<file path="src/design/pipe_trace_pkg.sv">
package pipe_trace_pkg;

    // Datapath widths
    localparam int word_w      = 32;
    localparam int tag_w       = 8;
    localparam int stall_cnt_w = 4;
    localparam int cycle_w     = 16;

    // Instruction field widths
    localparam int op_w  = 6;
    localparam int reg_w = 5;

    // I-format opcodes, everything else decodes as R-format
    localparam logic [op_w-1:0] op_load  = 6'h23;
    localparam logic [op_w-1:0] op_store = 6'h2b;
    localparam logic [op_w-1:0] op_addi  = 6'h08;

    // One instruction word, two decodings
    typedef union packed {
        struct packed {
            logic [op_w-1:0]  opcode;
            logic [reg_w-1:0] rs1;
            logic [reg_w-1:0] rs2;
            logic [reg_w-1:0] rd;
            logic [10:0]      funct;
        } r_fmt;
        struct packed {
            logic [op_w-1:0]  opcode;
            logic [reg_w-1:0] rs1;
            logic [reg_w-1:0] rd;
            logic [15:0]      imm;
        } i_fmt;
    } instr_u;

    // True for the opcodes that use the immediate layout
    function automatic logic is_i_fmt(input logic [op_w-1:0] opcode);
        logic result;
        case (opcode)
            op_load,
            op_store,
            op_addi:  result = 1'b1;
            default:  result = 1'b0;
        endcase
        return result;
    endfunction

endpackage

</file>
<file path="src/design/hazard_detect.sv">
`timescale 1ns/1ps

module hazard_detect (
    input  logic                   id_valid,
    input  pipe_trace_pkg::instr_u id_word,
    input  logic                   ex_valid,
    input  pipe_trace_pkg::instr_u ex_word,
    output logic                   hazard
);

    logic                              ex_is_load;
    logic [pipe_trace_pkg::reg_w-1:0]  load_rd;
    logic                              id_is_r;
    logic                              rs1_match;
    logic                              rs2_match;

    // Execute side: a valid load that actually writes a register
    assign ex_is_load = ex_valid &&
                        (ex_word.i_fmt.opcode == pipe_trace_pkg::op_load);
    assign load_rd    = ex_word.i_fmt.rd;

    // Decode side format selects whether rs2 is a source
    assign id_is_r = !pipe_trace_pkg::is_i_fmt(id_word.r_fmt.opcode);

    // rs1 sits in the same bits in both layouts
    assign rs1_match = (id_word.r_fmt.rs1 == load_rd);

    // Bits [20:16] are a destination in I-format, so only R-format compares them
    assign rs2_match = id_is_r && (id_word.r_fmt.rs2 == load_rd);

    // Register 0 is never a real dependency
    assign hazard = id_valid && ex_is_load &&
                    (load_rd != '0) &&
                    (rs1_match || rs2_match);

endmodule

</file>
<file path="src/design/stage_tracker.sv">
`timescale 1ns/1ps

module stage_tracker (
    input  logic                                   clk,
    input  logic                                   rst,
    input  logic                                   instr_valid,
    input  logic [pipe_trace_pkg::word_w-1:0]      instr_word,
    input  logic                                   stall,
    output logic                                   id_valid,
    output pipe_trace_pkg::instr_u                 id_word,
    output logic                                   ex_valid,
    output pipe_trace_pkg::instr_u                 ex_word,
    output logic                                   retire,
    output logic [pipe_trace_pkg::tag_w-1:0]       retire_tag,
    output logic [pipe_trace_pkg::word_w-1:0]      retire_word,
    output logic [pipe_trace_pkg::stall_cnt_w-1:0] retire_stalls
);

    // Stage indices
    localparam int n_stages = 5;
    localparam int s_if     = 0;
    localparam int s_id     = 1;
    localparam int s_ex     = 2;
    localparam int s_mem    = 3;
    localparam int s_wb     = 4;

    localparam logic [pipe_trace_pkg::stall_cnt_w-1:0] stall_max = '1;

    logic [n_stages-1:0]                    valid_q;
    logic [pipe_trace_pkg::tag_w-1:0]       tag_q    [n_stages];
    logic [pipe_trace_pkg::word_w-1:0]      word_q   [n_stages];
    // Fetch never accumulates stalls, so counts start at decode
    logic [pipe_trace_pkg::stall_cnt_w-1:0] stalls_q [s_id:s_wb];
    logic [pipe_trace_pkg::tag_w-1:0]       tag_cnt_q;
    logic                                   accept;

    assign accept = instr_valid && !stall;

    // Stage valids and the sequence tag counter
    always_ff @(posedge clk or posedge rst) begin
        if (rst) begin
            valid_q   <= '0;
            tag_cnt_q <= '0;
        end else begin
            // Fetch and decode hold in place during a stall
            if (!stall) begin
                valid_q[s_if] <= instr_valid;
                valid_q[s_id] <= valid_q[s_if];
            end

            // A held decode stage leaves a bubble behind it
            valid_q[s_ex]  <= valid_q[s_id] && !stall;
            valid_q[s_mem] <= valid_q[s_ex];
            valid_q[s_wb]  <= valid_q[s_mem];

            if (accept) begin
                tag_cnt_q <= tag_cnt_q + pipe_trace_pkg::tag_w'(1);
            end
        end
    end

    // Per-stage payload, qualified by the valids above
    always_ff @(posedge clk) begin
        if (!stall) begin
            word_q[s_if] <= instr_word;
            tag_q[s_if]  <= tag_cnt_q;

            word_q[s_id]   <= word_q[s_if];
            tag_q[s_id]    <= tag_q[s_if];
            stalls_q[s_id] <= '0;
        end else if (stalls_q[s_id] != stall_max) begin
            // Count decode hold cycles, pinned at the top value
            stalls_q[s_id] <= stalls_q[s_id] + pipe_trace_pkg::stall_cnt_w'(1);
        end

        // Execute onward always advances
        for (int s = s_ex; s < n_stages; s++) begin
            word_q[s]   <= word_q[s-1];
            tag_q[s]    <= tag_q[s-1];
            stalls_q[s] <= stalls_q[s-1];
        end
    end

    // Views for the hazard check
    assign id_valid = valid_q[s_id];
    assign id_word  = word_q[s_id];
    assign ex_valid = valid_q[s_ex];
    assign ex_word  = word_q[s_ex];

    // Leaving writeback is a retirement
    assign retire        = valid_q[s_wb];
    assign retire_tag    = tag_q[s_wb];
    assign retire_word   = word_q[s_wb];
    assign retire_stalls = stalls_q[s_wb];

endmodule

</file>
<file path="src/design/retire_log.sv">
`timescale 1ns/1ps

module retire_log #(
    parameter int log_depth = 8
) (
    input  logic                                   clk,
    input  logic                                   rst,
    input  logic                                   retire,
    input  logic [pipe_trace_pkg::tag_w-1:0]       retire_tag,
    input  logic [pipe_trace_pkg::word_w-1:0]      retire_word,
    input  logic [pipe_trace_pkg::stall_cnt_w-1:0] retire_stalls,
    input  logic                                   rd_en,
    output logic [pipe_trace_pkg::tag_w-1:0]       log_tag,
    output logic [pipe_trace_pkg::word_w-1:0]      log_word,
    output logic [pipe_trace_pkg::stall_cnt_w-1:0] log_stalls,
    output logic [pipe_trace_pkg::cycle_w-1:0]     log_cycle,
    output logic                                   log_empty,
    output logic                                   log_overflow
);

    // Depth is a power of two, so pointers wrap on their own
    localparam int               ptr_w     = $clog2(log_depth);
    localparam logic [ptr_w:0]   depth_cnt = (ptr_w + 1)'(log_depth);

    logic [pipe_trace_pkg::tag_w-1:0]       tag_mem    [log_depth];
    logic [pipe_trace_pkg::word_w-1:0]      word_mem   [log_depth];
    logic [pipe_trace_pkg::stall_cnt_w-1:0] stalls_mem [log_depth];
    logic [pipe_trace_pkg::cycle_w-1:0]     cycle_mem  [log_depth];

    logic [pipe_trace_pkg::cycle_w-1:0] cycle_q;
    logic [ptr_w-1:0]                   wr_ptr_q;
    logic [ptr_w-1:0]                   rd_ptr_q;
    logic [ptr_w:0]                     count_q;
    logic                               full;
    logic                               push;
    logic                               pop;

    assign full      = (count_q == depth_cnt);
    assign log_empty = (count_q == '0);

    // Full log drops the record, empty log ignores reads
    assign push = retire && !full;
    assign pop  = rd_en && !log_empty;

    always_ff @(posedge clk or posedge rst) begin
        if (rst) begin
            cycle_q      <= '0;
            wr_ptr_q     <= '0;
            rd_ptr_q     <= '0;
            count_q      <= '0;
            log_overflow <= 1'b0;
        end else begin
            cycle_q <= cycle_q + pipe_trace_pkg::cycle_w'(1);

            if (push) begin
                wr_ptr_q <= wr_ptr_q + ptr_w'(1);
            end
            if (pop) begin
                rd_ptr_q <= rd_ptr_q + ptr_w'(1);
            end

            case ({push, pop})
                2'b10:   count_q <= count_q + (ptr_w + 1)'(1);
                2'b01:   count_q <= count_q - (ptr_w + 1)'(1);
                default: count_q <= count_q;
            endcase

            // Sticky until reset
            if (retire && full) begin
                log_overflow <= 1'b1;
            end
        end
    end

    // Record storage, stamped with the cycle of the write edge
    always_ff @(posedge clk) begin
        if (push) begin
            tag_mem[wr_ptr_q]    <= retire_tag;
            word_mem[wr_ptr_q]   <= retire_word;
            stalls_mem[wr_ptr_q] <= retire_stalls;
            cycle_mem[wr_ptr_q]  <= cycle_q;
        end
    end

    // Head record falls through
    assign log_tag    = tag_mem[rd_ptr_q];
    assign log_word   = word_mem[rd_ptr_q];
    assign log_stalls = stalls_mem[rd_ptr_q];
    assign log_cycle  = cycle_mem[rd_ptr_q];

endmodule

</file>
<file path="src/design/pipe_trace_top.sv">
`timescale 1ns/1ps

module pipe_trace_top #(
    parameter int log_depth = 8
) (
    input  logic                                   clk,
    input  logic                                   rst,
    input  logic                                   instr_valid,
    input  logic [pipe_trace_pkg::word_w-1:0]      instr_word,
    input  logic                                   hold,
    input  logic                                   rd_en,
    output logic                                   stall,
    output logic [pipe_trace_pkg::tag_w-1:0]       log_tag,
    output logic [pipe_trace_pkg::word_w-1:0]      log_word,
    output logic [pipe_trace_pkg::stall_cnt_w-1:0] log_stalls,
    output logic [pipe_trace_pkg::cycle_w-1:0]     log_cycle,
    output logic                                   log_empty,
    output logic                                   log_overflow
);

    logic                                   id_valid;
    pipe_trace_pkg::instr_u                 id_word;
    logic                                   ex_valid;
    pipe_trace_pkg::instr_u                 ex_word;
    logic                                   hazard;
    logic                                   retire;
    logic [pipe_trace_pkg::tag_w-1:0]       retire_tag;
    logic [pipe_trace_pkg::word_w-1:0]      retire_word;
    logic [pipe_trace_pkg::stall_cnt_w-1:0] retire_stalls;

    // Either source freezes fetch and decode
    assign stall = hazard || hold;

    stage_tracker i_stage_tracker (
        .clk           (clk),
        .rst           (rst),
        .instr_valid   (instr_valid),
        .instr_word    (instr_word),
        .stall         (stall),
        .id_valid      (id_valid),
        .id_word       (id_word),
        .ex_valid      (ex_valid),
        .ex_word       (ex_word),
        .retire        (retire),
        .retire_tag    (retire_tag),
        .retire_word   (retire_word),
        .retire_stalls (retire_stalls)
    );

    hazard_detect i_hazard_detect (
        .id_valid (id_valid),
        .id_word  (id_word),
        .ex_valid (ex_valid),
        .ex_word  (ex_word),
        .hazard   (hazard)
    );

    retire_log #(
        .log_depth (log_depth)
    ) i_retire_log (
        .clk           (clk),
        .rst           (rst),
        .retire        (retire),
        .retire_tag    (retire_tag),
        .retire_word   (retire_word),
        .retire_stalls (retire_stalls),
        .rd_en         (rd_en),
        .log_tag       (log_tag),
        .log_word      (log_word),
        .log_stalls    (log_stalls),
        .log_cycle     (log_cycle),
        .log_empty     (log_empty),
        .log_overflow  (log_overflow)
    );

endmodule

</file>
<file path="config.mk">
export PLATFORM = sky130hd
export DESIGN_NAME = pipe_trace_top
export DESIGN_NICKNAME = d
export VERILOG_FILES = /design/src/design/pipe_trace_pkg.sv /design/src/design/hazard_detect.sv /design/src/design/stage_tracker.sv /design/src/design/retire_log.sv /design/src/design/pipe_trace_top.sv
export SDC_FILE = /design/constraint.sdc
export NUM_CORES = 1
export LEC_CHECK = 0
export BUFFER_PORTS_ARGS = -buffer_cell sky130_fd_sc_hd__buf_2
export CAP_MARGIN = 20
export CORE_AREA = 2 2 228 230
export CTS_CLUSTER_SIZE = 30
export DETAILED_ROUTE_END_ITERATION = 12
export DIE_AREA = 0 0 230 232
export HOLD_SLACK_MARGIN = 0.15
export PLACE_DENSITY_LB_ADDON = 0.25
export SLEW_MARGIN = 20
export SYNTH_ARGS = -nofsm -noshare
export SYNTH_HDL_FRONTEND = slang
export SYNTH_SLANG_ARGS = --single-unit
</file>
<file path="constraint.sdc">
create_clock -name clk -period 6.7 [get_ports clk]
set_input_delay 1.34 -clock clk [delete_from_list [all_inputs] [get_ports clk]]
set_output_delay 1.34 -clock clk [all_outputs]
set_load 0.01 [all_outputs]
</file>
# Word-level counts from Yosys, hierarchy flattened

Memories as Yosys holds them, arrays and structs flattened.
Cells that the tools add are included.

Bits in registers: 40
Bits in writable memories: 696
Input bits: 37
Output and inout port bits: 63
Logic and storage cells: 62
Memories kept: 7

Memory list:

| name                    | words | width | rd ports | clocked after Yosys merged registers in | write ports | line                | source |
|---|---|---|---|---|---|---|---|
| i_retire_log.word_mem   | 8     | 32    | 1        | 0                                       | 1           | retire_log.sv:26    | `logic [pipe_trace_pkg::word_w-1:0] word_mem [log_depth];` |
| i_stage_tracker.word_q  | 5     | 32    | 5        | 0                                       | 5           | stage_tracker.sv:31 | `logic [pipe_trace_pkg::word_w-1:0] word_q [n_stages];` |
| i_retire_log.cycle_mem  | 8     | 16    | 1        | 0                                       | 1           | retire_log.sv:28    | `logic [pipe_trace_pkg::cycle_w-1:0] cycle_mem [log_depth];` |
| i_retire_log.tag_mem    | 8     | 8     | 1        | 0                                       | 1           | retire_log.sv:25    | `logic [pipe_trace_pkg::tag_w-1:0] tag_mem [log_depth];` |
| i_stage_tracker.tag_q   | 5     | 8     | 5        | 0                                       | 5           | stage_tracker.sv:30 | `logic [pipe_trace_pkg::tag_w-1:0] tag_q [n_stages];` |
| i_retire_log.stalls_mem | 8     | 4     | 1        | 0                                       | 1           | retire_log.sv:27    | `logic [pipe_trace_pkg::stall_cnt_w-1:0] stalls_mem [log_depth];` |
| +1 memories             | n/a   | n/a   | n/a      | n/a                                     | n/a         | n/a                 |  |

$add $sub $neg: 7
Equal/unequal tests: 10
Mux-type cells: 9
Bitwise logic cells: 1
Reductions and logical operators: 20

Operator list:

| cell                                                                  | number |
|---|---|
| 6-bit equality test, second input constant                            | 3 |
| 16-bit by 1-bit adder with 16-bit output, second input constant       | 1 |
| 5-bit equality test                                                   | 2 |
| 1-bit logical AND                                                     | 10 |
| 4-bit by 1-bit adder with 4-bit output, second input constant         | 2 |
| 8-bit by 1-bit adder with 8-bit output, second input constant         | 1 |
| 4-bit one-hot mux with 2 select lines                                 | 1 |
| 1-bit 2-to-1 mux                                                      | 7 |
| 3-bit by 1-bit adder with 3-bit output, second input constant         | 2 |
| 6-bit by 4-bit equality test with 1-bit output, second input constant | 1 |
| 5-bit nonzero test                                                    | 1 |
| 4-bit equality test, second input constant                            | 1 |
| 1-bit zero test                                                       | 4 |
| 4-bit zero test                                                       | 1 |
| 4-bit 2-to-1 mux                                                      | 1 |
| 4-bit inequality test, second input constant                          | 1 |
| 4-bit by 1-bit subtractor with 4-bit output, second input constant    | 1 |
| 3-bit OR reduction                                                    | 1 |
| 2-bit by 1-bit equality test with 1-bit output, second input constant | 1 |
| 2-bit equality test, second input constant                            | 1 |
| 1-bit logical OR                                                      | 2 |
| 2-bit nonzero test                                                    | 1 |
| 1-bit OR                                                              | 1 |

# Depth between registers and ports, before layout

Word-level depth: 11
Mapped depth: 11
Mapped depth without buffers: 11

# Modules after synthesis

A second synthesis with hierarchy kept.

Cells, all modules: 1215
Area total of the unflattened synthesis: 26221.4 um^2

By module, submodules not included:

| module         | times used | cells an instance | area each (um^2) | seq. area each (um^2) |
|---|---|---|---|---|
| retire_log     | 1          | 822               | 19516.2          | 15089.5 |
| stage_tracker  | 1          | 369               | 6526.3           | 5490.3 |
| hazard_detect  | 1          | 23                | 172.7            | 0.0 |
| pipe_trace_top | 1          | 1                 | 6.3              | 0.0 |

# Least setup slack after synthesis

Ideal clock, no wire load.

Path type: reg-to-reg
Start point: register i_retire_log.count_q[0]
End point: memory i_retire_log.cycle_mem[0][0] (netlist bit) (enable)
Setup time: 626 ps
Arrival time: 6588 ps
Slack: -514 ps
Cell stages (with the launch flop): 6
Clock period less this slack: 7214 ps
Cells stage by stage: dfrtp_1 > nor3_1 > nand2_1 > and2_1 > clkinv_1 > nor4_1

Word-level cells in the longest chain between the ends: 5

RTL lines:

| element                                | line             | source |
|---|---|---|
| start: declaration                     | retire_log.sv:33 | `logic [ptr_w:0] count_q;` |
| start signal: assignment               | retire_log.sv:63 | `2'b10: count_q <= count_q + (ptr_w + 1)'(1);` |
| start signal: assignment               | retire_log.sv:64 | `2'b01: count_q <= count_q - (ptr_w + 1)'(1);` |
| start signal: assignment               | retire_log.sv:65 | `default: count_q <= count_q;` |
| 4-bit equality test                    | retire_log.sv:38 | `assign full = (count_q == depth_cnt);` |
| 1-bit zero test                        | retire_log.sv:42 | `assign push = retire && !full;` |
| 1-bit logical AND                      | retire_log.sv:42 |  |
| 1-bit 2-to-1 mux                       | retire_log.sv:77 | `if (push) begin` |
| 1-bit 2-to-1 mux (implied by the code) | retire_log.sv:81 | `cycle_mem[wr_ptr_q] <= cycle_q;` |
| end: declaration                       | retire_log.sv:28 |  |

Every way passes these cells.

# Worst setup path after layout

Start point: register i_retire_log.rd_ptr_q[0]
End point: output log_cycle[6] (netlist bit)

Word-level cells in the longest chain between the ends: 1

RTL lines:

| element                  | line                 | source |
|---|---|---|
| start: declaration       | retire_log.sv:32     | `logic [ptr_w-1:0] rd_ptr_q;` |
| start signal: assignment | retire_log.sv:59     | `rd_ptr_q <= rd_ptr_q + ptr_w'(1);` |
| memory 8 x 16 bit        | n/a                  |  |
| end: declaration         | pipe_trace_top.sv:16 | `output logic [pipe_trace_pkg::cycle_w-1:0] log_cycle,` |

Every way passes these cells.

==> metrics.cfg <==
[run_status]
status=completed

[drt]
vias=10600
postRouteAntennaNets=0
dr.first_iter.drc_count=850
wire_per_inst_um=22.10
dr.pass1.iters=5
via_per_inst=5.325
wirelength_um=43970
drc=0

[clock_tree]
cts-root-buf=clkbuf_16
cts_setup_buffers=0
ctsHoldBuffers=0
clkTransAtPathRegs_ns=0.06
cts_tree=built
numCtsBuffers=70
clock_latency_ns=0.59
cts_resized=0
cts_buffer_depth=3
htreeDepth=3
cts.sinks=736

[cells_and_area]
fin_area_um2=28790
drive_gt1_frac=0.3183
nets=1299
area_delta_synth_final_pct=14.54
n_fill_cell=3736
diodes=0
multi_input_area_um2=4424
ff_latch_area_um2=20590

[synthesis]
syn_area_um2=25140
synth_cell_type_count=42
synth_edf_count=564
syn_area_per_cell_um2=22.91
ys_ff_latch=736
ys_seq_area_frac=0.8187
syn_nets=1143
syn-instance-count=1097
ys_warn_count=0
ys.flop_type=edfxtp_1
async_flop_share=0.05435

[worst_setup_path]
cp_max_fo=46
critPathMaxStageDelay_ns=1.05
path_cells=buf_4 -> mux4_2 -> mux2_2 -> buf_2
worstReg2RegStart=i_stage_tracker.word_q[0][81]
crit_start=i_retire_log.rd_ptr_q[0]
startpoint_type=flop
cp_slowest_cell=dfrtp_4
end_kind=output port
worstSetupPathType=flop to output port
required_ns=5.36
cp.arrival_ns=3.30

[global_routing]
grt_max_degree=72
track_usage=0.1692
grt_overflow_total=0
grt_pass1_wl_um=67020
antenna_found_initial=3
grt_pass1_vias=11220

[floorplanning]
core_um2=50890
initial_core_util=0.4940
dieArea_um2=53360
die_h_um=232
io_pins=100
fp-row-count=83
die_x_um=230

[power_and_ir_drop]
power_density_nw_per_um2=404.6
ir_worst_vdd_v=0.0001801
p_leak_uw=0.009879

[timing]
slew_violations=0
relSlewSlack=0.2854
rsz0062_at_grt=no
clock_skew_ns=0.02234
fmaxAchievable_mhz=215.6
finalSetupViolations=0
period_share=0.6922
holdWs_ns=0.3082
min_period_ns=4.638
totalNegativeSetupSlack_ns=0
hold_violations=0
worst_pin_slew_ns=1.072

[placed_design]
port_buffers=99
place_area_um2=26560
hpwl_um=22860
globalplace.congestion=0.6879

[run]
maxCapViolations=0

[min_path]
min_from=i_stage_tracker.tag_q[0][17]
hp-class=flop to flop

[worst paths after layout]
path	slack [ns]	depth (start not counted)	to
setup / recovery	2.06	4	log_cycle[6]
hold / removal	0.31	0	i_stage_tracker.tag_q[0][25]
setup reg to reg	3.17	8	i_stage_tracker.tag_cnt_q[1]
hold reg to reg	0.31	0	i_stage_tracker.tag_q[0][25]
max in group asynchronous	5.35	3	i_retire_log.rd_ptr_q[2]
min in group asynchronous	0.89	3	i_retire_log.count_q[1]
[layer usage]
metal  track usage  up-vias  part of all wire
li1              -     4713                 -
met1        0.2352     5627              0.45
met2        0.2763      209              0.49
met3       0.02738       47             0.041
met4       0.05645        0             0.017
met5             0        -                 0
[Yosys cell counts (2+ instances only)]
cell	n	area, um^2
edfxtp_1	564	16940
dfxtp_1	132	2643
mux4_2	120	2703
mux2_2	61	686.9
dfrtp_1	40	1001
xnor2_1	29	254.0
clkbuf_1	22	82.58
nand2_1	16	60.06
xor2_1	11	96.34
nand3_1	10	50.05
inv_1	9	33.78
buf_2	8	40.04
ha_1	8	100.1
nor3_1	8	40.04
and3_1	6	37.54
nor2_1	6	22.52
and2_1	5	31.28
nand4_1	5	31.28
buf_1	4	15.01
a21oi_1	3	15.01
nand2b_1	3	18.77
nor4_1	3	18.77
o21ai_0	3	15.01
nor3b_1	2	15.01
nor4b_1	2	17.52
[critical path, delay by kind of cell (launching register included)]
kind | cells | cell delay (ns)
buffers and inverters | 2 | 0.71
flip-flops | 1 | 1.05
multiplexers | 2 | 0.88
[cell usage in the layout, fill, tap and decap left out, drive strengths merged, types with 2 or more instances in the layout]
cell type  instances
ha                 8
mux4             120
nand2             17
buf              119
nor4               3
clkinv            18
mux2              62
nand2b             3
inv               13
dfrtp             40
nor2               6
nand4              5
dfxtp            132
o21ai              3
nor3               8
nand3             11
clkbuf           105
xor2              11
a21oi              3
and2               5
xnor2             29
nor3b              2
bufinv             3
edfxtp           564
and3               6
nor4b              2
[report_power, final]
part | switching (uW) | total (uW) | internal (uW)
registers | 340 | 5630 | 5290
clock network | 1580 | 3770 | 2190
logic | 1070 | 2250 | 1190
total | 2990 | 11600 | 8660
[final cells by class]
cell class,instances,share of cell area
Sequential cell,736,0.7151
Multi-Input combinational cell,315,0.1537
Clock buffer,105,0.06931
Tap cell,680,0.02955
Timing Repair Buffer,119,0.02329
Clock inverter,24,0.007605
Inverter,11,0.001434
[sequential cells by signal, indices dropped and copies added, names as in the netlist]
name / cells
i_retire_log.tag_mem: 64
i_stage_tracker.tag_cnt_q: 8
i_retire_log.cycle_mem: 128
i_stage_tracker.word_q: 160
i_retire_log.wr_ptr_q: 3
i_retire_log.rd_ptr_q: 3
i_retire_log.stalls_mem: 32
i_stage_tracker.stalls_q: 16
i_stage_tracker.tag_q: 40
i_retire_log.cycle_q: 16
i_retire_log.word_mem: 256
i_retire_log.count_q: 4
i_stage_tracker.valid_q: 5
i_retire_log.log_overflow: 1
[metrics by stage]
step                      instances  setup slack [ns]    util  power (uW)
final                          1990             2.062  0.5658       11650
after global routing           1990             1.800  0.5658       12140
after CTS                      1989             1.915  0.5654       11830
after detailed placement       1860             2.563  0.5219        8052
after global placement         1860             2.587  0.5219        8018
after floorplan                1097             1.090       -        7227
[cell families (layout without fill, tap and decap cells)]
family | count (synthesis) | count (layout) | share of synthesized area
adder cells (fa/ha/maj) | 9 | 9 | 0.004779
AO/OA/AOI/OAI | 11 | 11 | 0.003634
flip-flops | 736 | 736 | 0.8187
AND/OR/NAND/NOR | 72 | 72 | 0.01553
multiplexers | 183 | 183 | 0.1358
XOR/XNOR | 40 | 40 | 0.01394
buffers and inverters | 46 | 259 | 0.007565
No activity file was read; power rests on OpenSTA's default activity.
